$ cat src/rvIsaPkg.sv
`default_nettype none

package rvIsaPkg;

  // major opcodes of the supported RV32I subset
  typedef enum logic [6:0] {
    opLui    = 7'b0110111,
    opAuipc  = 7'b0010111,
    opJal    = 7'b1101111,
    opJalr   = 7'b1100111,
    opBranch = 7'b1100011,
    opLoad   = 7'b0000011,
    opStore  = 7'b0100011,
    opImm    = 7'b0010011,
    opReg    = 7'b0110011,
    opSystem = 7'b1110011
  } opcodeE;

  // alu operations, branch compares go through funct3 instead
  typedef enum logic [3:0] {
    aluAdd, aluSub, aluAnd, aluOr, aluXor, aluSlt, aluSltu,
    aluSll, aluSrl, aluSra, aluPassB
  } aluOpE;

  // data memory access width, matches funct3[1:0] of loads and stores
  typedef enum logic [1:0] {
    accByte = 2'd0,
    accHalf = 2'd1,
    accWord = 2'd2
  } accWidthE;

  // one decoded instruction
  typedef struct packed {
    logic [4:0]  rd;
    logic [4:0]  rs1;
    logic [4:0]  rs2;
    logic [31:0] imm;
    aluOpE       aluOp;
    logic [2:0]  funct3;
    accWidthE    width;
    logic        regWen;
    logic        memWen;
    logic        isLoad;
    logic        isBranch;
    logic        isJal;
    logic        isJalr;
    logic        useImm;
    logic        usePc;
    logic        isUnsigned;
    logic        isEbreak;
    logic        isIllegal;
  } decodedT;

endpackage

`default_nettype wire

$ cat src/execAlu.sv
`timescale 1ns/1ps
`default_nettype none

module execAlu import rvIsaPkg::*; (
  input  logic [31:0] opA,
  input  logic [31:0] opB,
  input  aluOpE       aluOp,
  input  logic [2:0]  funct3,
  output logic [31:0] aluResult,
  output logic        branchTaken
);

  logic [4:0] shamt;
  logic       lessS;
  logic       lessU;
  logic       equal;

  assign shamt = opB[4:0];
  assign lessS = $signed(opA) < $signed(opB);
  assign lessU = opA < opB;
  assign equal = opA == opB;

  always_comb begin
    case (aluOp)
      aluAdd:   aluResult = opA + opB;
      aluSub:   aluResult = opA - opB;
      aluAnd:   aluResult = opA & opB;
      aluOr:    aluResult = opA | opB;
      aluXor:   aluResult = opA ^ opB;
      aluSlt:   aluResult = {31'd0, lessS};
      aluSltu:  aluResult = {31'd0, lessU};
      aluSll:   aluResult = opA << shamt;
      aluSrl:   aluResult = opA >> shamt;
      aluSra:   aluResult = $unsigned($signed(opA) >>> shamt);
      aluPassB: aluResult = opB;
      default:  aluResult = 32'd0;
    endcase
  end

  // branch condition straight from funct3
  // only meaningful when the instruction is a branch
  always_comb begin
    case (funct3)
      3'b000:  branchTaken = equal;
      3'b001:  branchTaken = !equal;
      3'b100:  branchTaken = lessS;
      3'b101:  branchTaken = !lessS;
      3'b110:  branchTaken = lessU;
      3'b111:  branchTaken = !lessU;
      default: branchTaken = 1'b0;
    endcase
  end

endmodule

`default_nettype wire

$ cat config.mk
export PLATFORM = sky130hd
export DESIGN_NAME = execAlu
export DESIGN_NICKNAME = d
export VERILOG_FILES = /design/src/rvIsaPkg.sv /design/src/execAlu.sv
export SDC_FILE = /design/constraint.sdc
export NUM_CORES = 1
export LEC_CHECK = 0
export BUFFER_PORTS_ARGS = -buffer_cell sky130_fd_sc_hd__buf_2
export CORE_UTILIZATION = 57
export DETAILED_ROUTE_END_ITERATION = 7
export PLACE_DENSITY = 0.81
export SYNTH_ARGS = -nofsm -noshare
export SYNTH_HDL_FRONTEND = slang
export SYNTH_SLANG_ARGS = --single-unit
$ cat constraint.sdc
create_clock -name vclk -period 4.1
set_input_delay 0.615 -clock vclk [all_inputs]
set_output_delay 0.615 -clock vclk [all_outputs]
set_load 0.05 [all_outputs]
==> flow_summary.yaml <==
status:
  outcome: "complete, but fails checks"
  violations: "DRC"
die:
  initial_utilization_pct: 59.0
  die_h_um: 128
  die-area_sq_um: 16400
  io_pins: 104
  coreArea_sq_um: 15300
  std_cell_rows: 45
  die_width_um: 128
timing:
  hold_violations: 0
  finalSetupViolCount: 0
  tightest_slew_ns: 0.878
  min_period_over_period_pct: 99.5
  rsz0062_at_grt: "true"
  max_freq_ghz: 0.245
  max_slew_margin_pct: 41.0
  min_period_ns: 4.08
  drv_slew: 0
  fin_tns_setup_ns: 0
  fin_ws_ns: 0.0206
cells_and_area:
  drive_gt1_share_pct: 29.9
  seq_cell_count: 0
  final-seq-area_sq_um: 0
  finalNetCount: 1764
  syn2layout_area_growth_pct: 29.2
  final_common_cell: "buf_4"
  multiInputGateArea_sq_um: 8590
  n_clock_buffer: 0
  layout_common_cells: "buf_4, nor2_1, a21oi_1"
  nFillCells: 1249
route:
  drc: 3
  drt_iter0_drc: 1981
  wl_per_cell_um: 24.3
  route.antenna.remaining_nets: 0
  routed_wl_um: 43800
  viasPerCell: 7.08
  drtPass1Iterations: 8
  num_vias: 12800
critical_path:
  critPathCaptureType: "output port"
  critPathMostFrequentCell: "buf_4"
  cp_slowest_stage_delay_ns: 0.37
  start_kind: "input port"
  worst-path-max-fanout: 3
  criticalPathCategory: "input port to output port"
  crit_slowest_cell: "fa_2"
  crit_family: "compound AO/OA/AOI/OAI gates"
  critical_path_buf_inv_count: 4
  arrival_ns: 3.46
  crit_chain: "buf_2 -> ha_2 -> inv_1 -> fa_2 -> nor2b_2 -> o31a_1 -> o211ai_1 -> a21oi_2 -> a41oi_2 -> buf_4 -> nor2_2 -> nor2_1 -> o221a_2 -> o221ai_2 -> buf_4"
  crit_required_ns: 3.48
grt:
  grt_pass1_wl_um: 65100
  grtUsageTotal_pct: 51.6
  grt_overflow: 0
  grt_pass1_vias: 11500
  grt_antenna_before_repair: 2
  grt_max_degree: 79
run:
  cap_violations: 0
worst_hold_path:
  min-delay-start: "funct3[2]"
  holdPathEnd: "branchTaken"
  hold_depth: 4
  hp-class: "input port to output port"
placement:
  dpl.hpwl_um: 33800
  place_ws_ns: -0.191
  port_buffers: 104
  gp_congestion: 1.06
power:
  p_seq_share_pct: 0
  p_int_uw: 720
  swShare_pct: 61.6
  p_per_area_nw_per_um2: 160
  power_frac_clock_pct: 0
  p_switching_mw: 1.15
  p_leak_nw: 5.27
  p_comb_share_pct: 100.0
  vdd.ir_drop.worst_mv: 0.134
logic_synthesis:
  synthesis.nets: 1533
  postSynthAreaPerCell_sq_um: 6.64
  yosysSeqAreaShare_pct: 0
  synth_cell_types: 79
  syn_area_sq_um: 9040
  synthCells: 1362
  yosysWarnings: 0
clock_network:
  hold_buffers: 0
[cell families (layout without fill, tap and decap cells)]
family                   count (synthesis)  after routing  synth area share (%)
XOR/XNOR                                10             10                 0.969
AO/OA/AOI/OAI                          511            511                  38.0
buffers and inverters                  206            435                  9.26
AND/OR/NAND/NOR                        435            435                  21.5
adder cells (fa/ha/maj)                100            100                  14.0
other                                    0              2                     0
multiplexers                           100            100                  16.3
[power groups by stage]
stage	combinational, mW	sequential (mW)	clock [mW]
6_report	1.87	0	0.0000000401
5_1_grt	1.96	0	0.0000000400
4_1_cts	1.74	0	0
3_5_place_dp	1.72	0	0
3_3_place_gp	1.70	0	0
2_1_floorplan	1.07	0	0
[timing repair]
item,in CTS,in global routing
gates resized for setup,19,58
pin swaps,3,15
gates cloned,0,1
setup buffers,0,3
setup endpoints to repair,14,19
[synth_stat cells (all sizes together), types with 9 or more instances]
master | number | area (sq um)
o221ai | 16 | 140
a22oi | 19 | 143
a21o | 21 | 158
clkbuf | 66 | 248
ha | 98 | 1230
o21bai | 16 | 120
buf | 40 | 214
or3 | 13 | 81.3
o21ai | 108 | 541
nand2 | 104 | 390
a31oi | 11 | 68.8
nor2 | 181 | 679
o211ai | 32 | 240
mux2 | 23 | 263
a21oi | 133 | 666
inv | 98 | 368
nand3 | 32 | 160
a211oi | 23 | 173
or2 | 9 | 56.3
o2bb2ai | 9 | 78.8
nor2b | 12 | 75.1
o22ai | 9 | 56.3
mux4 | 34 | 777
nor3 | 38 | 190
nand2b | 16 | 100
mux2i | 43 | 430
a221oi | 20 | 175
[final cells by class]
cell class                      count  share of cell area (%)
Multi-Input combinational cell   1156                    73.6
Antenna cell                        2                  0.0429
Timing Repair Buffer              335                    20.8
Inverter                          100                    3.32
Tap cell                          211                    2.26
[metal layers]
metal / part of all wire [%] / GRT usage (%) / routed length (um)
met5: 0 / 0 / 0
met1: 37 / 69.3 / 16300
met3: 16 / 16.5 / 7230
met4: 5.9 / 22.2 / 2580
met2: 40 / 75.2 / 17700
[worst max path at each step]
stage | from | to | slack, ns | depth (start not counted)
after floorplan | opB[3] | aluResult[31] | -0.03 | 14
after global placement | opA[1] | aluResult[29] | -0.13 | 13
after detailed placement | opA[1] | aluResult[29] | -0.19 | 13
after CTS | opA[1] | aluResult[21] | -0.06 | 14
after global routing | opB[0] | aluResult[22] | -0.05 | 15
final | opB[0] | aluResult[22] | 0.02 | 15
[metrics by stage]
step	hold slack, ns	cells	cell area (sq um)	total power [mW]	utilization (%)
floorplan	1.46	1362	9240	1.07	-
global placement	1.66	1798	11300	1.70	73.8
detailed placement	1.67	1798	11300	1.72	73.8
CTS	1.67	1798	11400	1.74	74.3
global route	1.70	1804	11700	1.96	76.2
finish	1.68	1804	11700	1.87	76.2
(Power assumes the default switching activity.)
