`src/rvIsaPkg.sv`:
```
`default_nettype none

package rvIsaPkg;

  // major opcodes of the supported RV32I subset
  typedef enum logic [6:0] {
    opLui    = 7'b0110111,
    opAuipc  = 7'b0010111,
    opJal    = 7'b1101111,
    opJalr   = 7'b1100111,
    opBranch = 7'b1100011,
    opLoad   = 7'b0000011,
    opStore  = 7'b0100011,
    opImm    = 7'b0010011,
    opReg    = 7'b0110011,
    opSystem = 7'b1110011
  } opcodeE;

  // alu operations, branch compares go through funct3 instead
  typedef enum logic [3:0] {
    aluAdd, aluSub, aluAnd, aluOr, aluXor, aluSlt, aluSltu,
    aluSll, aluSrl, aluSra, aluPassB
  } aluOpE;

  // data memory access width, matches funct3[1:0] of loads and stores
  typedef enum logic [1:0] {
    accByte = 2'd0,
    accHalf = 2'd1,
    accWord = 2'd2
  } accWidthE;

  // one decoded instruction
  typedef struct packed {
    logic [4:0]  rd;
    logic [4:0]  rs1;
    logic [4:0]  rs2;
    logic [31:0] imm;
    aluOpE       aluOp;
    logic [2:0]  funct3;
    accWidthE    width;
    logic        regWen;
    logic        memWen;
    logic        isLoad;
    logic        isBranch;
    logic        isJal;
    logic        isJalr;
    logic        useImm;
    logic        usePc;
    logic        isUnsigned;
    logic        isEbreak;
    logic        isIllegal;
  } decodedT;

endpackage

`default_nettype wire

```
`src/pipePkg.sv`:
```
`default_nettype none

package pipePkg;

  import rvIsaPkg::*;

  // fetch to decode stage register
  typedef struct packed {
    logic [31:0] pc;
    logic [31:0] inst;
    logic        valid;
  } ifIdT;

  // decode to execute stage register, operands already forwarded
  typedef struct packed {
    logic [31:0] pc;
    decodedT     dec;
    logic [31:0] rs1Val;
    logic [31:0] rs2Val;
    logic        valid;
  } idExT;

  // one retired instruction
  // rd is zero when nothing is written
  typedef struct packed {
    logic        valid;
    logic [31:0] pc;
    logic [4:0]  rd;
    logic [31:0] data;
  } retireT;

  // addi x0, x0, 0
  localparam logic [31:0] nopInst = 32'h0000_0013;

endpackage

`default_nettype wire

```
`src/pipeControl.sv`:
```
`timescale 1ns/1ps
`default_nettype none

module pipeControl import rvIsaPkg::*, pipePkg::*; #(
  parameter logic [31:0] resetPc = 32'h0
) (
  input  logic        clk,
  input  logic        rst,
  input  logic [31:0] inst,
  output logic [31:0] fetchPc,
  output ifIdT        ifId,
  input  decodedT     decoded,
  input  logic [31:0] rs1Data,
  input  logic [31:0] rs2Data,
  output logic [31:0] opA,
  output logic [31:0] opB,
  output aluOpE       aluOp,
  output logic [2:0]  funct3,
  input  logic [31:0] aluResult,
  input  logic        branchTaken,
  output logic [31:0] memAddr,
  output logic [31:0] memWdata,
  output logic        memWen,
  output logic        memRen,
  output accWidthE    width,
  output logic        isUnsigned,
  input  logic [31:0] loadData,
  output logic        regWen,
  output logic [4:0]  regWaddr,
  output logic [31:0] regWdata,
  output retireT      retire,
  output logic        halted,
  output logic        illegal
);

  logic [31:0] pc;
  ifIdT        ifIdQ;
  idExT        idExQ;
  decodedT     exDec;
  logic        exCommit;
  logic        exEbreak;
  logic        exIllegal;
  logic        exWrites;
  logic        redirect;
  logic        squash;
  logic [31:0] target;
  logic [31:0] wbData;
  logic [31:0] rs1Fwd;
  logic [31:0] rs2Fwd;

  assign fetchPc = pc;
  assign ifId    = ifIdQ;
  assign exDec   = idExQ.dec;

  // execute stage status
  assign exEbreak  = idExQ.valid && exDec.isEbreak;
  assign exIllegal = idExQ.valid && exDec.isIllegal;
  assign exCommit  = idExQ.valid && !exDec.isIllegal;
  assign exWrites  = exCommit && exDec.regWen && (exDec.rd != 5'd0);

  // taken transfer, jump target has bit 0 cleared
  assign redirect = exCommit && (exDec.isJal || exDec.isJalr ||
                                 (exDec.isBranch && branchTaken));
  assign target   = exDec.isBranch ? (idExQ.pc + exDec.imm) : {aluResult[31:1], 1'b0};

  // bubbles on redirect, on the stopping instruction, and forever after
  assign squash = redirect || exEbreak || exIllegal || halted || illegal;

  always_ff @(posedge clk) begin
    if (rst) begin
      pc <= resetPc;
    end else if (!(exEbreak || exIllegal || halted || illegal)) begin
      pc <= redirect ? target : pc + 32'd4;
    end
  end

  always_ff @(posedge clk) begin
    if (rst) begin
      ifIdQ <= '{pc: resetPc, inst: nopInst, valid: 1'b0};
    end else if (squash) begin
      ifIdQ <= '{pc: pc, inst: nopInst, valid: 1'b0};
    end else begin
      ifIdQ <= '{pc: pc, inst: inst, valid: 1'b1};
    end
  end

  // execute to decode forwarding, load data included so no stall
  assign rs1Fwd = (exWrites && (exDec.rd == decoded.rs1)) ? wbData : rs1Data;
  assign rs2Fwd = (exWrites && (exDec.rd == decoded.rs2)) ? wbData : rs2Data;

  always_ff @(posedge clk) begin
    if (rst) begin
      idExQ.valid <= 1'b0;
    end else begin
      idExQ <= '{pc: ifIdQ.pc, dec: decoded, rs1Val: rs1Fwd, rs2Val: rs2Fwd,
                 valid: ifIdQ.valid && !squash};
    end
  end

  // operand select
  assign opA    = exDec.usePc ? idExQ.pc : idExQ.rs1Val;
  assign opB    = exDec.useImm ? exDec.imm : idExQ.rs2Val;
  assign aluOp  = exDec.aluOp;
  assign funct3 = exDec.funct3;

  // memory strobes only for committing instructions
  assign memAddr    = aluResult;
  assign memWdata   = idExQ.rs2Val;
  assign memWen     = exCommit && exDec.memWen;
  assign memRen     = exCommit && exDec.isLoad;
  assign width      = exDec.width;
  assign isUnsigned = exDec.isUnsigned;

  // writeback: link for jumps, load data, else alu
  assign wbData = (exDec.isJal || exDec.isJalr) ? idExQ.pc + 32'd4 :
                  exDec.isLoad ? loadData : aluResult;

  assign regWen   = exCommit && exDec.regWen;
  assign regWaddr = exDec.rd;
  assign regWdata = wbData;

  assign retire = '{valid: exCommit, pc: idExQ.pc,
                    rd: exWrites ? exDec.rd : 5'd0,
                    data: exWrites ? wbData : 32'd0};

  // sticky stop flags, cleared only by reset
  always_ff @(posedge clk) begin
    if (rst) begin
      halted  <= 1'b0;
      illegal <= 1'b0;
    end else begin
      halted  <= halted || exEbreak;
      illegal <= illegal || exIllegal;
    end
  end

  aNoRetireAfterHalt: assert property (@(posedge clk) disable iff (rst)
    $past(halted) |-> !retire.valid)
    else $error("retire after halt at pc %h", retire.pc);

  aAlignedTarget: assert property (@(posedge clk) disable iff (rst)
    redirect |-> (target[1:0] == 2'b00))
    else $error("unaligned redirect target %h", target);

endmodule

`default_nettype wire

```
`config.mk`:
```
export PLATFORM = sky130hd
export DESIGN_NAME = pipeControl
export DESIGN_NICKNAME = d
export VERILOG_FILES = /design/src/rvIsaPkg.sv /design/src/pipePkg.sv /design/src/pipeControl.sv
export SDC_FILE = /design/constraint.sdc
export NUM_CORES = 1
export LEC_CHECK = 0
export ABC_AREA = 1
export BUFFER_PORTS_ARGS = -buffer_cell sky130_fd_sc_hd__buf_2
export CORE_AREA = 2 2 224 226
export CTS_CLUSTER_SIZE = 25
export DETAILED_ROUTE_END_ITERATION = 12
export DIE_AREA = 0 0 226 228
export GPL_ROUTABILITY_DRIVEN = 0
export MAX_ROUTING_LAYER = met4
export PLACE_DENSITY_LB_ADDON = 0.2
export SETUP_SLACK_MARGIN = 0.2
export SLEW_MARGIN = 20
export SYNTH_ARGS = -nofsm -noshare
export SYNTH_HDL_FRONTEND = slang
export SYNTH_SLANG_ARGS = --single-unit
```
`constraint.sdc`:
```
create_clock -name clk -period 14.5 [get_ports clk]
set_clock_uncertainty 0.05 [all_clocks]
set_input_delay 2.9 -clock clk [delete_from_list [all_inputs] [get_ports clk]]
set_output_delay 2.9 -clock clk [all_outputs]
set_load 0.05 [all_outputs]
```
==> results of run 1 <==
## synthesized netlist by cell type, types with 4 or more instances
library cell / instances / share of area [%]
o21ai_1: 4 / 0.13
buf_1: 6 / 0.15
a31oi_1: 37 / 1.5
xor2_1: 50 / 2.9
nor2_1: 264 / 6.5
nand2_1: 379 / 9.4
inv_2: 7 / 0.17
or2_2: 4 / 0.16
a21oi_1: 163 / 5.4
xnor2_1: 7 / 0.40
buf_4: 113 / 5.6
nand3_1: 57 / 1.9
mux2_2: 46 / 3.4
inv_1: 253 / 6.3
buf_2: 18 / 0.59
a32oi_1: 4 / 0.23
nand4_1: 15 / 0.62
o21ai_0: 92 / 3.0
ha_1: 33 / 2.7
nor2_2: 10 / 0.41
o21bai_1: 6 / 0.30
o211ai_1: 7 / 0.35
dfxtp_1: 100 / 13
edfxtp_1: 153 / 30
clkbuf_1: 33 / 0.82
buf_6: 4 / 0.30
nor3_1: 29 / 0.96
## cell families (layout without fill, tap and decap cells)
| group | count (synthesis) | count (layout) |
|---|---|---|
| compound gates | 321 | 321 |
| xor+xnor | 57 | 57 |
| flops | 253 | 253 |
| other cells | 0 | 3 |
| buf+inv | 436 | 906 |
| fa+ha+maj | 34 | 34 |
| simple gates | 785 | 785 |
| mux | 46 | 46 |
## path summary, 6_finish.rpt
kind                      start      endpoint  slack [ns]  cells after the start
setup / recovery  aluResult[17]    retire[17]        7.11                      6
hold / removal         ifId[40]    retire[44]        0.36                      0
setup reg to reg    regWaddr[3]  memWdata[21]       11.32                      9
hold reg to reg        ifId[40]    retire[44]        0.36                      0
## cell type report
| cell class | instances | area, sq um |
|---|---|---|
| flip-flops and latches | 253 | 6600 |
| repair buffers | 588 | 2990 |
| fillers | 5191 | 30500 |
| inverters | 262 | 991 |
| multi-input cells | 1243 | 6470 |
| diodes | 3 | 7.51 |
| clock buffers | 43 | 861 |
| well taps | 672 | 841 |
| clock inverters | 13 | 113 |
## layer usage
layer	up-vias	GRT usage (%)
met5	-	-
met4	0	6.21
met3	88	4.75
met2	671	43.0
met1	7221	32.3
li1	7085	-
## worst max-delay path: stages
cell and delay (ns):
buf_2 0.11, inv_1 0.06, a21oi_1 0.39, o21ai_0 0.40, a21oi_1 0.28, buf_2 0.29
## metrics by stage
step	cell area, sq um	std cells	hold WS, ns	power (W)
finish	18900	3077	0.361	0.00265
global route	18900	3077	0.373	0.00277
CTS	18800	3073	0.362	0.00267
detailed placement	17900	3017	0.359	0.00191
global placement	17900	3017	0.362	0.00190
floorplan	15200	1932	0.429	0.00164
## flip-flops by register name, indices dropped and copies added (netlist names), 2 cells and up
name	count
ifId	65
memWdata	32
idExQ	33
retire	32
width	2
funct3	3
exDec	42
aluOp	4
regWaddr	5
fetchPc	32
## cell usage in the layout (no fill, tap or decap), types with 50 or more instances in the layout
cell type | Yosys | routed
nor2_1 | 264 | 263
edfxtp_1 | 153 | 153
nand3_1 | 57 | 57
a21oi_1 | 163 | 163
xor2_1 | 50 | 50
dfxtp_1 | 100 | 100
buf_2 | 18 | 576
inv_1 | 253 | 249
o21ai_0 | 92 | 92
nand2_1 | 379 | 378
## power by group through the flow
stage                     sequential, W  combinational, W  clock [W]
after floorplan                 0.00109          0.000552          0
after global placement         0.000960          0.000943          0
after detailed placement       0.000961          0.000946          0
after CTS                      0.000947          0.000950   0.000768
after global routing           0.000959           0.00102   0.000796
final                          0.000948          0.000949   0.000750
==> impl_metrics.yaml, run 1 <==
run_status:
  status: "completed"
power:
  clockPowerShare_pct: 28.3
  total_leakage_power_nw: 9.37
  power.share.switching_pct: 43.0
  switching_power_w: 0.00114
  seqPwrFrac_pct: 35.8
  ir_drop_v: 0.0000933
  powerDensity_nw_per_um2: 140
  cell_internal_pwr_w: 0.00151
  combPwrFrac_pct: 35.9
timing:
  layout_setup_ws_ns: 7.11
  timing.final.crit_period_ns: 7.39
  hold_viol: 0
  max_freq_mhz: 135
  timing.final.crit_share_pct: 51.0
  slew_viol_final: 0
  setup-tns-final_ns: 0
  setup_viol: 0
  relSlewSlack_pct: 30.7
  tightest_slew_ns: 1.04
  rsz0062_at_grt: "no"
grt:
  grt_usage_pct: 25.8
  grt_pass1_wl_um: 95200
  grt-ovfl-total: 0
  grt_pass1_vias: 14600
  antenna_found_initial: 7
  grt_start_max_net_pins: 93
yosys:
  yosysSeqAreaShare_pct: 43.5
  syn_nets: 2196
  synth-xor-area-share_pct: 3.29
  synth_async_sr_flop_share_pct: 0
  synth_cells: 1932
  avgSynthCellArea_sq_um: 7.85
  ys.flop_type: "edfxtp_1"
  netlist_area_sq_um: 15200
  synthAdderAreaFrac_pct: 2.85
  yosysWarnings: 0
  synth_cell_type_count: 48
  synth_compound_area_share_pct: 11.4
  synth_top_family_by_area: "simple AND/OR/NAND/NOR gates"
  synth_seq_cells: 253
  yosys.area_share.simple_pct: 21.6
  synth-edff-count: 153
  muxShareOfSynthArea_pct: 3.41
die:
  fp.dieH_um: 228
  die_area_sq_um: 51500
  io_pins: 577
  rows: 82
  start_util_pct: 30.7
  fp.dieW_um: 226
  coreArea_sq_um: 49300
clocking:
  clockRootBuffer: "clkbuf_16"
  clkTransAtPathRegs_ns: 0.07
  post_cts_resized: 0
  cts-hold-fix-buffers: 0
  post_cts_buffers: 0
  ctsLongestPathBuffers: 3
  cts_tree: "done"
  cts_sinks: 253
  clk_latency_ns: 0.60
  numCtsBuffers: 30
  htree_levels: 1
final_layout:
  nets: 2642
  final_util_pct: 38.2
  drive_gt1_share_pct: 30.3
  syn_to_final_growth_pct: 24.4
worst_setup_path:
  startpoint_type: "primary input"
  worstSetupPathType: "primary input to output pin"
  arrival_ns: 4.44
  worstPathRequired_ns: 11.55
  crit_fanout: 4
  end_kind: "output pin"
route:
  dr.pass1.iters: 5
  met3_length_um: 5020
  routed.top_layer: "met4"
  drt-vias-per-instance: 4.90
  vias: 15100
  route.layer.met1.wl_um: 28400
  drtIter0Drc: 1143
  wl_per_cell_um: 21.8
  drc_errors: 0
  drt_wl_total_um: 67200
  ant_nets: 0
  wl_met2_um: 32100
placed_design:
  dp_worst_setup_slack_ns: 7.22
  io_buffers: 576
  hpwl_um: 53500
hold_path:
  hold_class: "flop to flop"
job:
  cap_viol_max_count: 0
No activity file was read; power rests on OpenSTA's default activity.
==> run 2: changes to the inputs <==
==> constraint.sdc (replaced) <==
create_clock -name clk -period 6.53 [get_ports clk]
set_clock_uncertainty 0.05 [all_clocks]
set_input_delay 1.306 -clock clk [delete_from_list [all_inputs] [get_ports clk]]
set_output_delay 1.306 -clock clk [all_outputs]
set_load 0.05 [all_outputs]
==> impl_metrics.yaml, run 2 (same netlist as run 1, synthesis figures left out) <==
run_status:
  status: "completed"
die:
  start_util_pct: 30.7
  die_area_sq_um: 51500
  fp.dieH_um: 228
  coreArea_sq_um: 49300
  fp.dieW_um: 226
  rows: 82
  io_pins: 577
route:
  dr.pass1.iters: 5
  drc_errors: 0
  wl_per_cell_um: 22.2
  drt-vias-per-instance: 4.89
  drt_wl_total_um: 68600
  drtIter0Drc: 1196
  vias: 15100
  ant_nets: 0
power:
  cell_internal_pwr_w: 0.00341
  powerDensity_nw_per_um2: 317
  switching_power_w: 0.00260
  combPwrFrac_pct: 35.5
  clockPowerShare_pct: 29.5
  seqPwrFrac_pct: 35.1
  total_leakage_power_nw: 9.40
  power.share.switching_pct: 43.3
  p_total_w: 0.00600
  ir_drop_v: 0.000195
clocking:
  cts_tree: "done"
  ctsLongestPathBuffers: 3
  clk_latency_ns: 0.56
  numCtsBuffers: 35
  post_cts_resized: 0
  clockRootBuffer: "clkbuf_16"
  cts-hold-fix-buffers: 0
  clkTransAtPathRegs_ns: 0.06
  htree_levels: 2
  post_cts_buffers: 0
  cts_sinks: 253
final_layout:
  nets: 2650
  layout_commonest_cell: "buf_2"
  largest_reg_flops: 65
  final_cell_mix: "576 x buf_2, 379 x nand2_1, 263 x nor2_1"
  drive_gt1_share_pct: 30.2
  filler_cell_count: 5184
  syn_to_final_growth_pct: 25.0
  final_util_pct: 38.4
  instances_no_fill: 3084
timing:
  slew_viol_final: 0
  timing.final.crit_period_ns: 4.64
  setup_viol: 0
  rsz0062_at_grt: "no"
  max_freq_mhz: 216
  tightest_slew_ns: 0.996
  timing.final.crit_share_pct: 71.0
  relSlewSlack_pct: 33.6
  hold_viol: 0
  setup-tns-final_ns: 0
grt:
  grt-ovfl-total: 0
  grt_pass1_vias: 14800
  grt_usage_pct: 26.5
  antenna_found_initial: 7
  grt_start_max_net_pins: 79
  grt_pass1_wl_um: 96700
worst_setup_path:
  worstPathRequired_ns: 5.17
  startpoint_type: "flop"
  arrival_ns: 3.28
  worstSetupPathType: "flop to output pin"
  crit_fanout: 6
  end_kind: "output pin"
hold_path:
  hold_class: "flop to flop"
placed_design:
  hpwl_um: 55000
  io_buffers: 576
  dpl.cell_count: 3021
job:
  cap_viol_max_count: 0
-- run 2: cell types whose count changed in the layout (fill, tap and decap cells not counted), moves of 2 or more --
cell,before,now
clkinv_1,2,8
clkbuf_16,31,36
clkinv_2,11,6
clkbuf_8,4,0
clkinvlp_4,0,3
buf_4,11,13
-- run 2: critical path, stage by stage (launching register included) --
cell and delay [ns]:
edfxtp_1 0.65, ha_1 0.29, nand2_2 0.07, inv_2 0.11, nand2_4 0.07, nor2_8 0.13, nand2_4 0.07, nor2_2 0.11
nand2_1 0.12, nor2_2 0.11, xor2_1 0.23, nand2_1 0.17, a21oi_1 0.28, buf_2 0.31
-- run 2: power by group through the flow --
stage	logic (W)	registers [W]	clock network, W
after floorplan	0.00123	0.00242	0
after global placement	0.00212	0.00213	0
after detailed placement	0.00212	0.00213	0
after CTS	0.00213	0.00211	0.00181
after global routing	0.00228	0.00213	0.00186
final	0.00213	0.00211	0.00177
-- run 2: cell type report --
type	count	area, sq um	area share (%)
inverters	262	991	5.23
flip-flops and latches	253	6600	34.8
well taps	672	841	4.44
diodes	3	7.51	0.0396
clock buffers	43	927	4.89
multi-input cells	1243	6470	34.1
clock inverters	17	97.6	0.515
repair buffers	591	3030	16.0
-- run 2: through the flow --
stage                     area, sq um  hold WS (ns)  worst slack (ns)
after floorplan                 15200         0.429              1.10
after global placement          17900         0.366              2.53
after detailed placement        17900         0.369              2.50
after CTS                       18900         0.382              1.90
after global routing            19000         0.391              1.72
final                           19000         0.374              1.89
-- run 2: worst paths after layout --
path / startpoint / endpoint / slack, ns / depth (start not counted)
worst max register to register: regWaddr[3] / memWdata[21] / 3.45 / 9
worst min-delay path: ifId[0] / idExQ[0] / 0.37 / 2
worst max-delay path: retire[40] / retire[22] / 1.89 / 13
worst min register to register: ifId[0] / idExQ[0] / 0.37 / 2
-- run 2: metal layers --
layer	GRT usage (%)	wire, um	up-vias
li1	-	-	7106
met1	33.0	29500	7207
met2	43.6	32500	662
met3	5.20	5100	98
met4	7.02	1490	0
met5	-	0	-
