**src/rvIsaPkg.sv**
```systemverilog
`default_nettype none

package rvIsaPkg;

  // major opcodes of the supported RV32I subset
  typedef enum logic [6:0] {
    opLui    = 7'b0110111,
    opAuipc  = 7'b0010111,
    opJal    = 7'b1101111,
    opJalr   = 7'b1100111,
    opBranch = 7'b1100011,
    opLoad   = 7'b0000011,
    opStore  = 7'b0100011,
    opImm    = 7'b0010011,
    opReg    = 7'b0110011,
    opSystem = 7'b1110011
  } opcodeE;

  // alu operations, branch compares go through funct3 instead
  typedef enum logic [3:0] {
    aluAdd, aluSub, aluAnd, aluOr, aluXor, aluSlt, aluSltu,
    aluSll, aluSrl, aluSra, aluPassB
  } aluOpE;

  // data memory access width, matches funct3[1:0] of loads and stores
  typedef enum logic [1:0] {
    accByte = 2'd0,
    accHalf = 2'd1,
    accWord = 2'd2
  } accWidthE;

  // one decoded instruction
  typedef struct packed {
    logic [4:0]  rd;
    logic [4:0]  rs1;
    logic [4:0]  rs2;
    logic [31:0] imm;
    aluOpE       aluOp;
    logic [2:0]  funct3;
    accWidthE    width;
    logic        regWen;
    logic        memWen;
    logic        isLoad;
    logic        isBranch;
    logic        isJal;
    logic        isJalr;
    logic        useImm;
    logic        usePc;
    logic        isUnsigned;
    logic        isEbreak;
    logic        isIllegal;
  } decodedT;

endpackage

`default_nettype wire

```
**src/instDecoder.sv**
```systemverilog
`timescale 1ns/1ps
`default_nettype none

module instDecoder import rvIsaPkg::*; (
  input  logic [31:0] inst,
  output decodedT     decoded
);

  opcodeE     opcode;
  logic [2:0] f3;
  logic [6:0] f7;

  assign opcode = opcodeE'(inst[6:0]);
  assign f3     = inst[14:12];
  assign f7     = inst[31:25];

  // shared funct3 mapping of register and immediate alu ops
  // alt is funct7 bit 5, sub only exists in the register form
  function automatic aluOpE aluFromF3(input logic [2:0] fn, input logic alt, input logic isReg);
    aluOpE op;
    case (fn)
      3'b000:  op = (isReg && alt) ? aluSub : aluAdd;
      3'b001:  op = aluSll;
      3'b010:  op = aluSlt;
      3'b011:  op = aluSltu;
      3'b100:  op = aluXor;
      3'b101:  op = alt ? aluSra : aluSrl;
      3'b110:  op = aluOr;
      default: op = aluAnd;
    endcase
    return op;
  endfunction

  always_comb begin
    // defaults describe a no-op that writes nothing
    decoded        = '0;
    decoded.rd     = inst[11:7];
    decoded.rs1    = inst[19:15];
    decoded.rs2    = inst[24:20];
    decoded.funct3 = f3;
    decoded.aluOp  = aluAdd;
    decoded.width  = accWord;
    case (opcode)
      opLui: begin
        decoded.imm    = {inst[31:12], 12'b0};
        decoded.aluOp  = aluPassB;
        decoded.regWen = 1'b1;
        decoded.useImm = 1'b1;
      end
      opAuipc, opJal: begin
        // both add an offset to pc, jal links pc+4 instead
        decoded.imm    = (opcode == opJal) ?
                         {{11{inst[31]}}, inst[31], inst[19:12], inst[20], inst[30:21], 1'b0} :
                         {inst[31:12], 12'b0};
        decoded.regWen = 1'b1;
        decoded.usePc  = 1'b1;
        decoded.useImm = 1'b1;
        decoded.isJal  = (opcode == opJal);
      end
      opJalr: begin
        decoded.imm       = {{20{inst[31]}}, inst[31:20]};
        decoded.regWen    = (f3 == 3'b000);
        decoded.useImm    = 1'b1;
        decoded.isJalr    = (f3 == 3'b000);
        decoded.isIllegal = (f3 != 3'b000);
      end
      opBranch: begin
        // alu compares rs1 with rs2, target built in pipeControl
        decoded.imm       = {{19{inst[31]}}, inst[31], inst[7], inst[30:25], inst[11:8], 1'b0};
        decoded.isBranch  = (f3[2:1] != 2'b01);
        decoded.isIllegal = (f3[2:1] == 2'b01);
      end
      opLoad: begin
        // lb lh lw lbu lhu only
        decoded.imm        = {{20{inst[31]}}, inst[31:20]};
        decoded.width      = (f3[1:0] == 2'b00) ? accByte :
                             (f3[1:0] == 2'b01) ? accHalf : accWord;
        decoded.isUnsigned = f3[2];
        decoded.useImm     = 1'b1;
        decoded.isIllegal  = (f3 == 3'b011) || (f3[2:1] == 2'b11);
        decoded.regWen     = !decoded.isIllegal;
        decoded.isLoad     = !decoded.isIllegal;
      end
      opStore: begin
        decoded.imm       = {{20{inst[31]}}, inst[31:25], inst[11:7]};
        decoded.width     = (f3[1:0] == 2'b00) ? accByte :
                            (f3[1:0] == 2'b01) ? accHalf : accWord;
        decoded.useImm    = 1'b1;
        decoded.isIllegal = f3[2] || (f3[1:0] == 2'b11);
        decoded.memWen    = !decoded.isIllegal;
      end
      opImm: begin
        decoded.imm       = {{20{inst[31]}}, inst[31:20]};
        decoded.aluOp     = aluFromF3(f3, f7[5], 1'b0);
        decoded.useImm    = 1'b1;
        // shift immediates need a clean funct7
        decoded.isIllegal = ((f3 == 3'b001) && (f7 != 7'b0000000)) ||
                            ((f3 == 3'b101) && (f7 != 7'b0000000) && (f7 != 7'b0100000));
        decoded.regWen    = !decoded.isIllegal;
      end
      opReg: begin
        decoded.aluOp     = aluFromF3(f3, f7[5], 1'b1);
        decoded.isIllegal = !((f7 == 7'b0000000) ||
                              ((f7 == 7'b0100000) && ((f3 == 3'b000) || (f3 == 3'b101))));
        decoded.regWen    = !decoded.isIllegal;
      end
      opSystem: begin
        // ebreak is the only system instruction kept
        decoded.isEbreak  = (inst == 32'h0010_0073);
        decoded.isIllegal = (inst != 32'h0010_0073);
      end
      default: decoded.isIllegal = 1'b1;
    endcase
    // rd stays zero whenever the instruction writes nothing
    if (!decoded.regWen) begin
      decoded.rd = 5'd0;
    end
  end

endmodule

`default_nettype wire

```
**config.mk**
```make
export PLATFORM = sky130hd
export DESIGN_NAME = instDecoder
export DESIGN_NICKNAME = d
export VERILOG_FILES = /design/src/rvIsaPkg.sv /design/src/instDecoder.sv
export SDC_FILE = /design/constraint.sdc
export NUM_CORES = 1
export LEC_CHECK = 0
export BUFFER_PORTS_ARGS = -buffer_cell sky130_fd_sc_hd__buf_2
export CORE_MARGIN = 2
export CORE_UTILIZATION = 36
export DETAILED_ROUTE_END_ITERATION = 16
export GPL_ROUTABILITY_DRIVEN = 0
export PLACE_DENSITY = 0.85
export SYNTH_ARGS = -nofsm -noshare
export SYNTH_HDL_FRONTEND = slang
export SYNTH_SLANG_ARGS = --single-unit
```
**constraint.sdc**
```tcl
create_clock -name vclk -period 1.3
set_input_delay 0.065 -clock vclk [all_inputs]
set_output_delay 0.065 -clock vclk [all_outputs]
set_load 0.02 [all_outputs]
```
==> results of run 1 <==
==> power groups by stage <==
stage / Combinational [mW] / Sequential [mW] / Clock [mW]
global placement: 0.503 / 0 / 0
floorplan: 0.260 / 0 / 0
finish: 0.794 / 0 / 0.000000103
global route: 0.803 / 0 / 0
detailed placement: 0.515 / 0 / 0
CTS: 0.628 / 0 / 0
==> per-layer routing <==
layer	global-route usage (%)	wire, um
met5	0	0
met4	22.5	1060
met3	15.2	1530
met2	68.3	4530
met1	44.3	3390
==> worst max-delay path: stages <==
cell and delay (ns):
buf_2 0.13, nor4_1 0.51, nand4_1 0.26, nor2_1 0.24
o21ai_1 0.15, or4_4 0.55, buf_6 0.15
==> synth_stat cells (all sizes together), types with 4 or more instances <==
cell type	n
nand2b	4
o21ai	10
nor4	5
a31oi	6
nor2	17
nor3	5
buf	22
nand2	11
a22o	4
nand3	7
a21oi	5
and2	6
a21o	19
nor2b	9
==> layout make-up <==
cell class / count / area share, %
Timing Repair Buffer: 177 / 51.2
Multi-Input combinational cell: 145 / 46.2
Tap cell: 44 / 1.91
Inverter: 4 / 0.564
Antenna cell: 1 / 0.0867
==> kinds of logic after synthesis <==
group,synth area share (%)
and+or+nand+nor,46.0
xor gates and xnor gates,1.55
muxes,1.77
buffers and inverters,15.2
AOI/OAI and AO/OA,35.4
==> final timing paths <==
check	startpoint	endpoint	slack (ns)	depth (start not counted)
max	inst[11]	decoded[0]	-0.82	7
min	inst[17]	decoded[59]	0.41	2
==> metrics by stage <==
stage	utilization, %	hold slack (ns)	instance area [um2]	instances	power (mW)
detailed placement	68.6	0.383	2080	353	0.515
finish	95.3	0.413	2890	371	0.794
floorplan	-	0.243	1190	172	0.260
global route	95.2	0.415	2880	370	0.803
CTS	85.4	0.383	2580	362	0.628
global placement	68.6	0.382	2080	353	0.503
==> cells in the final DEF (no fill, tap or decap), drive strengths merged, types with 2 or more instances in the layout <==
cell type	netlist	routed
inv	3	3
mux2i	2	2
or4	2	2
nand4b	2	2
a21oi	5	5
a31oi	6	6
a22o	4	4
a21o	19	19
o21ai	10	10
or3	3	3
nor3	5	5
nor3b	2	2
a2111oi	2	2
nand3	7	7
nor2	17	18
nand2	11	11
buf	22	177
and2	6	6
a32o	2	2
and3	3	3
o21a	2	2
nand2b	4	4
nor2b	9	10
nor4	5	5
==> timing repair <==
item / CTS / global route
gates cloned: 2 / 0
endpoints found under the setup margin: 47 / 47
gates resized for setup: 117 / 64
setup buffers: 8 / 9
pin swaps: 35 / 17
==> results.yml, run 1 <==
routing:
  firstDrtPassIters: 5
  wl_per_cell_um: 28.3
  viasPerCell: 7.08
  drt_first_iter_violations: 393
  vias: 2627
  drc: 0
  drtAntennaViolNets: 0
  drt-total-wl_um: 10500
flow_run:
  drv_cap: 0
die:
  dieArea_um2: 3610
  die_height_um: 60.1
  core_area_um2: 3030
  ios: 99
  initial_core_util_pct: 37.4
  dieWidth_um: 60.1
  rows: 20
yosys:
  syn_area_per_cell_um2: 6.59
  yosys_warnings: 0
  netlist_area_um2: 1130
  synthTopCellsByArea: "a21o_1 13%, buf_4 9.3%, nor2_1 5.6%"
  ys_seq_area_share_pct: 0
  ys_types: 54
  synth_area_leader_cell: "a21o_1"
  syn_inst: 172
  synthDominantCellAreaShare_pct: 12.6
  syn_nets: 204
timing:
  slew_viol_final: 0
  layout_setup_ws_ns: -0.819
  hold_viol: 0
  fmax_mhz: 472
  rsz0062_at_grt: "true"
  worstMarginPinSlew_ns: 0.531
  fin_crit_ns: 2.12
  fin_crit_sh_pct: 163
  max_slew_margin_pct: 64.3
  final.setup.tns_ns: -9.08
  setup_viol: 48
cells_and_area:
  regArea_um2: 0
  nClkBuffers: 0
  seq_cell_count: 0
  fillers: 80
  layout.nets: 360
  multiInputGateArea_um2: 1330
  layout-drive-gt1-share_pct: 73.3
  area_growth_pct: 155
critical_path:
  critPathMaxFanout: 2
  cp-start-kind: "input port"
  cp.arrival_ns: 2.05
  path_class: "input port to output port"
  crit_required_ns: 1.24
  endpoint_kind: "output port"
cts:
  cts_hold_buf: 0
grt:
  grt_max_degree: 17
  grt_pass1_vias: 2092
  grtUsageTotal_pct: 40.9
  grt_pass1_wl_um: 11000
  antenna_found_initial: 0
  overflow: 0
pwr:
  power.density_nw_per_um2: 275
  p_sw_mw: 0.440
  pwr-share-comb_pct: 100.0
  p_sw_share_pct: 55.5
  seqPwrFrac_pct: 0
  leakage_nw: 1.49
  ir_worst_vdd_mv: 0.242
  p_int_mw: 0.354
  pwr-share-clk_pct: 0
place:
  place_hpwl_um: 4200
  io_buffers: 99
  pre_cts_slack_ns: -0.433
status:
  violations: "negative setup slack"
  status: "finished, violations left"
min_path:
  hold_path_class: "input port to output port"
No activity file was read; power rests on OpenSTA's default activity.
==> run 2: changes to the inputs <==
REMOVE_ABC_BUFFERS = 1   (was default)
==> run 2 against run 1 <==
Net effect: the flow still finishes with violations (negative setup slack); die area unchanged; clock-buffer cell count unchanged; power down 4.5%; design area down 0.26%; critical path depth unchanged; non-clock buffer count down 5; combinational power down 4.5%; routed wire length down 16%; via count down 8.8%; utilization down 0.25 points; largest cell class unchanged.
==> results.yml, run 2 (same netlist as run 1, synthesis figures left out) <==
status:
  status: "finished, violations left"
  violations: "negative setup slack"
routing:
  viasPerCell: 6.54
  firstDrtPassIters: 5
  wl_per_cell_um: 24.2
  drc: 0
  drt-total-wl_um: 8860
  drtAntennaViolNets: 0
  drt_first_iter_violations: 310
  vias: 2395
die:
  rows: 20
  ios: 99
  initial_core_util_pct: 37.4
  die_height_um: 60.1
  core_area_um2: 3030
  dieArea_um2: 3610
  dieWidth_um: 60.1
timing:
  max_slew_margin_pct: 72.7
  fin_crit_ns: 1.81
  layout_setup_ws_ns: -0.508
  rsz0062_at_grt: "true"
  slew_viol_final: 0
  hold_viol: 0
  setup_viol: 44
  fmax_mhz: 553
  worstMarginPinSlew_ns: 0.406
  fin_crit_sh_pct: 139
grt:
  antenna_found_initial: 0
  grt_max_degree: 17
  grt_pass1_vias: 2111
  grt_pass1_wl_um: 10700
  grtUsageTotal_pct: 39.2
  overflow: 0
cells_and_area:
  seq_cell_count: 0
  fin_util_pct: 95.0
  fin_cells: 366
  layout-drive-gt1-share_pct: 71.7
  layout_common_cells: "62 x buf_4, 61 x buf_6, 42 x buf_2, 19 x a21o_1, 14 x nor2_1"
  final_common_cell: "buf_4"
  layout.nets: 355
  nClkBuffers: 0
  regArea_um2: 0
  area_growth_pct: 154
pwr:
  power.density_nw_per_um2: 264
  p_total_mw: 0.758
  pwr-share-comb_pct: 100.0
  p_sw_mw: 0.410
  p_int_mw: 0.348
  seqPwrFrac_pct: 0
  ir_worst_vdd_mv: 0.208
  p_sw_share_pct: 54.1
  leakage_nw: 1.48
  pwr-share-clk_pct: 0
place:
  place_hpwl_um: 4060
  dp.cells: 353
  io_buffers: 99
critical_path:
  crit_required_ns: 1.24
  cp.arrival_ns: 1.74
  critPathMaxFanout: 7
  endpoint_kind: "output port"
  cp-start-kind: "input port"
  path_class: "input port to output port"
min_path:
  hold_path_class: "input port to output port"
flow_run:
  drv_cap: 0
run 2: final cells by class:
| cell class | count | area (um2) |
|---|---|---|
| antenna | 1 | 2.50 |
| fill | 82 | 150 |
| inverter | 4 | 20.0 |
| multi-input combinational | 145 | 1320 |
| tap | 44 | 55.1 |
| timing repair buffer | 172 | 1480 |
run 2: power by group through the flow:
stage                     Combinational, mW  Sequential, mW   Clock [mW]
after floorplan                       0.154               0            0
after global placement                0.486               0            0
after detailed placement              0.497               0            0
after CTS                             0.613               0            0
after global routing                  0.774               0            0
final                                 0.758               0  0.000000103
run 2: metal layers:
metal	GRT usage (%)	vias to the layer above	part of all wire (%)
li1	-	932	-
met2	65.4	255	46
met4	20.6	0	9.5
met5	0	-	0
met1	47.6	1110	35
met3	6.28	98	10
run 2: metrics by stage:
step	hold WS [ns]	cell area (um2)	worst slack (ns)	setup TNS, ns
6_report	0.397	2880	-0.508	-8.90
5_1_grt	0.397	2880	-0.519	-9.68
4_1_cts	0.390	2510	-0.358	-2.53
3_5_place_dp	0.388	2030	-0.378	-8.60
3_3_place_gp	0.390	2030	-0.383	-6.76
2_1_floorplan	0.130	977	-0.342	-3.10
run 2: worst paths after layout:
check,startpoint,to,slack (ns),depth (start not counted)
max,inst[6],decoded[0],-0.51,7
min,inst[17],decoded[59],0.40,2
run 2: what timing repair did:
| item | 4_1_cts | 5_1_grt |
|---|---|---|
| pin swaps | 28 | 23 |
| endpoints found under the setup margin | 46 | 48 |
| resized for setup | 119 | 81 |
| hold buffers | 0 | 0 |
| setup buffers | 6 | 9 |
| gates cloned | 2 | 0 |
run 2: worst max-delay path: stages:
cell	delay, ns
buf_6	0.11
buf_12	0.14
o21ai_0	0.31
mux2i_1	0.15
a32o_2	0.26
or4_4	0.55
buf_6	0.15
==> run 3: changes to the inputs <==
ABC_AREA = 1   (was default)
CORE_UTILIZATION = 39   (was 36)
PLACE_DENSITY = 0.87   (was 0.85)
==> run 3 against run 2 <==
Net effect: the run still ends with negative setup slack left; non-clock buffer count down 43; area after synthesis rose by 15%; routed wire length decreased by 37%; cell count rose by 7.4%; highest routed layer unchanged.
==> results.yml, run 3 <==
status:
  status: "finished, violations left"
  violations: "negative setup slack"
grt:
  overflow: 0
  grt_pass1_vias: 1609
  grt_max_degree: 20
  grtUsageTotal_pct: 22.6
  antenna_found_initial: 0
  grt_pass1_wl_um: 6780
pwr:
  seqPwrFrac_pct: 0
  p_total_mw: 0.460
  leakage_nw: 1.44
  p_sw_mw: 0.283
  pwr-share-comb_pct: 100.0
  p_sw_share_pct: 61.6
  ir_worst_vdd_mv: 0.156
  p_int_mw: 0.176
  power.density_nw_per_um2: 200
  pwr-share-clk_pct: 0
cells_and_area:
  fin_util_pct: 74.2
  final_common_cell: "buf_2"
  fillers: 240
  layout_common_cells: "75 x buf_2, 36 x buf_4, 29 x nand2_1, 27 x inv_1, 27 x nor2_1"
  regArea_um2: 0
  num_antenna_cells: 0
  seq_cell_count: 0
  layout-drive-gt1-share_pct: 61.0
  layout.nets: 383
  area_growth_pct: 77.2
  nClkBuffers: 0
yosys:
  ys_types: 29
  synth.most_common_cell: "nand2_1"
  ys_seq_area_share_pct: 0
  yosys-top-cells-count: "42 x nand2_1, 34 x nor2_1, 33 x inv_1"
  yosys_warnings: 0
  synthDominantCellAreaShare_pct: 12.1
  synth_area_leader_cell: "nand2_1"
  syn_inst: 238
  netlist_area_um2: 1300
  synthTopCellsByArea: "nand2_1 12%, nor2_1 9.8%, inv_1 9.5%"
  syn_area_per_cell_um2: 5.46
critical_path:
  slowest_delay_ns: 0.34
  path_cells: "buf_2, nor3_2, nand2_4, nand2_4, nor3_4, buf_12, a21oi_2, buf_2"
  path_buf_inv: 3
  slowest_stage: "nor3_2"
  critPathMaxFanout: 10
  cp.arrival_ns: 1.30
  cp-start-kind: "input port"
  path_class: "input port to output port"
  critical_path.top_delay_family: "simple AND/OR/NAND/NOR gates"
  crit_end: "decoded[29]"
  cp-startpoint: "inst[5]"
  cp.depth: 8
  crit_required_ns: 1.24
  endpoint_kind: "output port"
routing:
  firstDrtPassIters: 5
  drtAntennaViolNets: 0
  drc: 0
  drt-total-wl_um: 5600
  vias: 2097
  drt_first_iter_violations: 148
  wl_per_cell_um: 14.3
  viasPerCell: 5.34
timing:
  fmax_mhz: 735
  fin_crit_ns: 1.36
  worstMarginPinSlew_ns: 0.341
  slew_viol_final: 0
  rsz0062_at_grt: "true"
  hold_slack_ns: 0.365
  hold_viol: 0
  max_slew_margin_pct: 77.1
  final.setup.tns_ns: -0.741
  setup_viol: 27
  layout_setup_ws_ns: -0.0610
  fin_crit_sh_pct: 105
place:
  place_hpwl_um: 3730
  pre_cts_slack_ns: -0.135
  io_buffers: 99
die:
  die_height_um: 61.7
  dieWidth_um: 61.7
  core_area_um2: 3100
  rows: 20
  initial_core_util_pct: 41.9
  dieArea_um2: 3810
  ios: 99
flow_run:
  drv_cap: 0
min_path:
  hold_path_class: "input port to output port"
cts:
  cts_hold_buf: 0
[run 3: per-layer routing]
metal	track usage, %	wire length [um]	vias up
met5	0	0	-
met4	5.17	170	0
met3	0.621	442	18
met2	42.3	2840	134
met1	28.6	2150	959
li1	-	-	986
[run 3: per-stage QoR]
| stage | instances | area [um2] |
|---|---|---|
| 5_1_grt | 393 | 2300 |
| 6_report | 393 | 2300 |
| 2_1_floorplan | 219 | 1140 |
| 3_3_place_gp | 386 | 1900 |
| 3_5_place_dp | 386 | 1900 |
| 4_1_cts | 387 | 1970 |
[run 3: power groups by stage]
stage / clock network, mW / registers, mW / logic (mW)
3_3_place_gp: 0 / 0 / 0.367
3_5_place_dp: 0 / 0 / 0.373
2_1_floorplan: 0 / 0 / 0.156
5_1_grt: 0 / 0 / 0.491
4_1_cts: 0 / 0 / 0.388
6_report: 0 / 0 / 0.460
[run 3: final cells by class]
type / instances / area (um2) / area share, %
well taps: 44 / 55.1 / 2.39
multi-input cells: 176 / 1170 / 51.0
repair buffers: 129 / 885 / 38.4
inverters: 43 / 176 / 7.67
repair inverters: 1 / 11.3 / 0.489
[run 3: worst min-delay path by stage]
stage          slack, ns  depth (start not counted)          end     start
2_1_floorplan       0.13                          0  decoded[13]  inst[12]
3_3_place_gp        0.36                          2  decoded[57]  inst[15]
3_5_place_dp        0.37                          2  decoded[57]  inst[15]
4_1_cts             0.37                          2  decoded[57]  inst[15]
5_1_grt             0.37                          2  decoded[57]  inst[15]
6_report            0.36                          2  decoded[57]  inst[15]
[run 3: logic make-up after synthesis]
| kind of cell | Yosys count | synth area share [%] |
|---|---|---|
| and+or+nand+nor | 127 | 51.3 |
| buffers and inverters | 62 | 24.5 |
| AOI/OAI and AO/OA | 49 | 24.3 |
[run 3: timing repair]
item                                   in CTS  in global routing
setup endpoints to repair                  33                 45
pin swaps                                   4                 20
setup buffers                               1                  4
gates cloned                                0                  2
endpoints found under the hold margin       0                  0
gates resized for setup                    20                 86
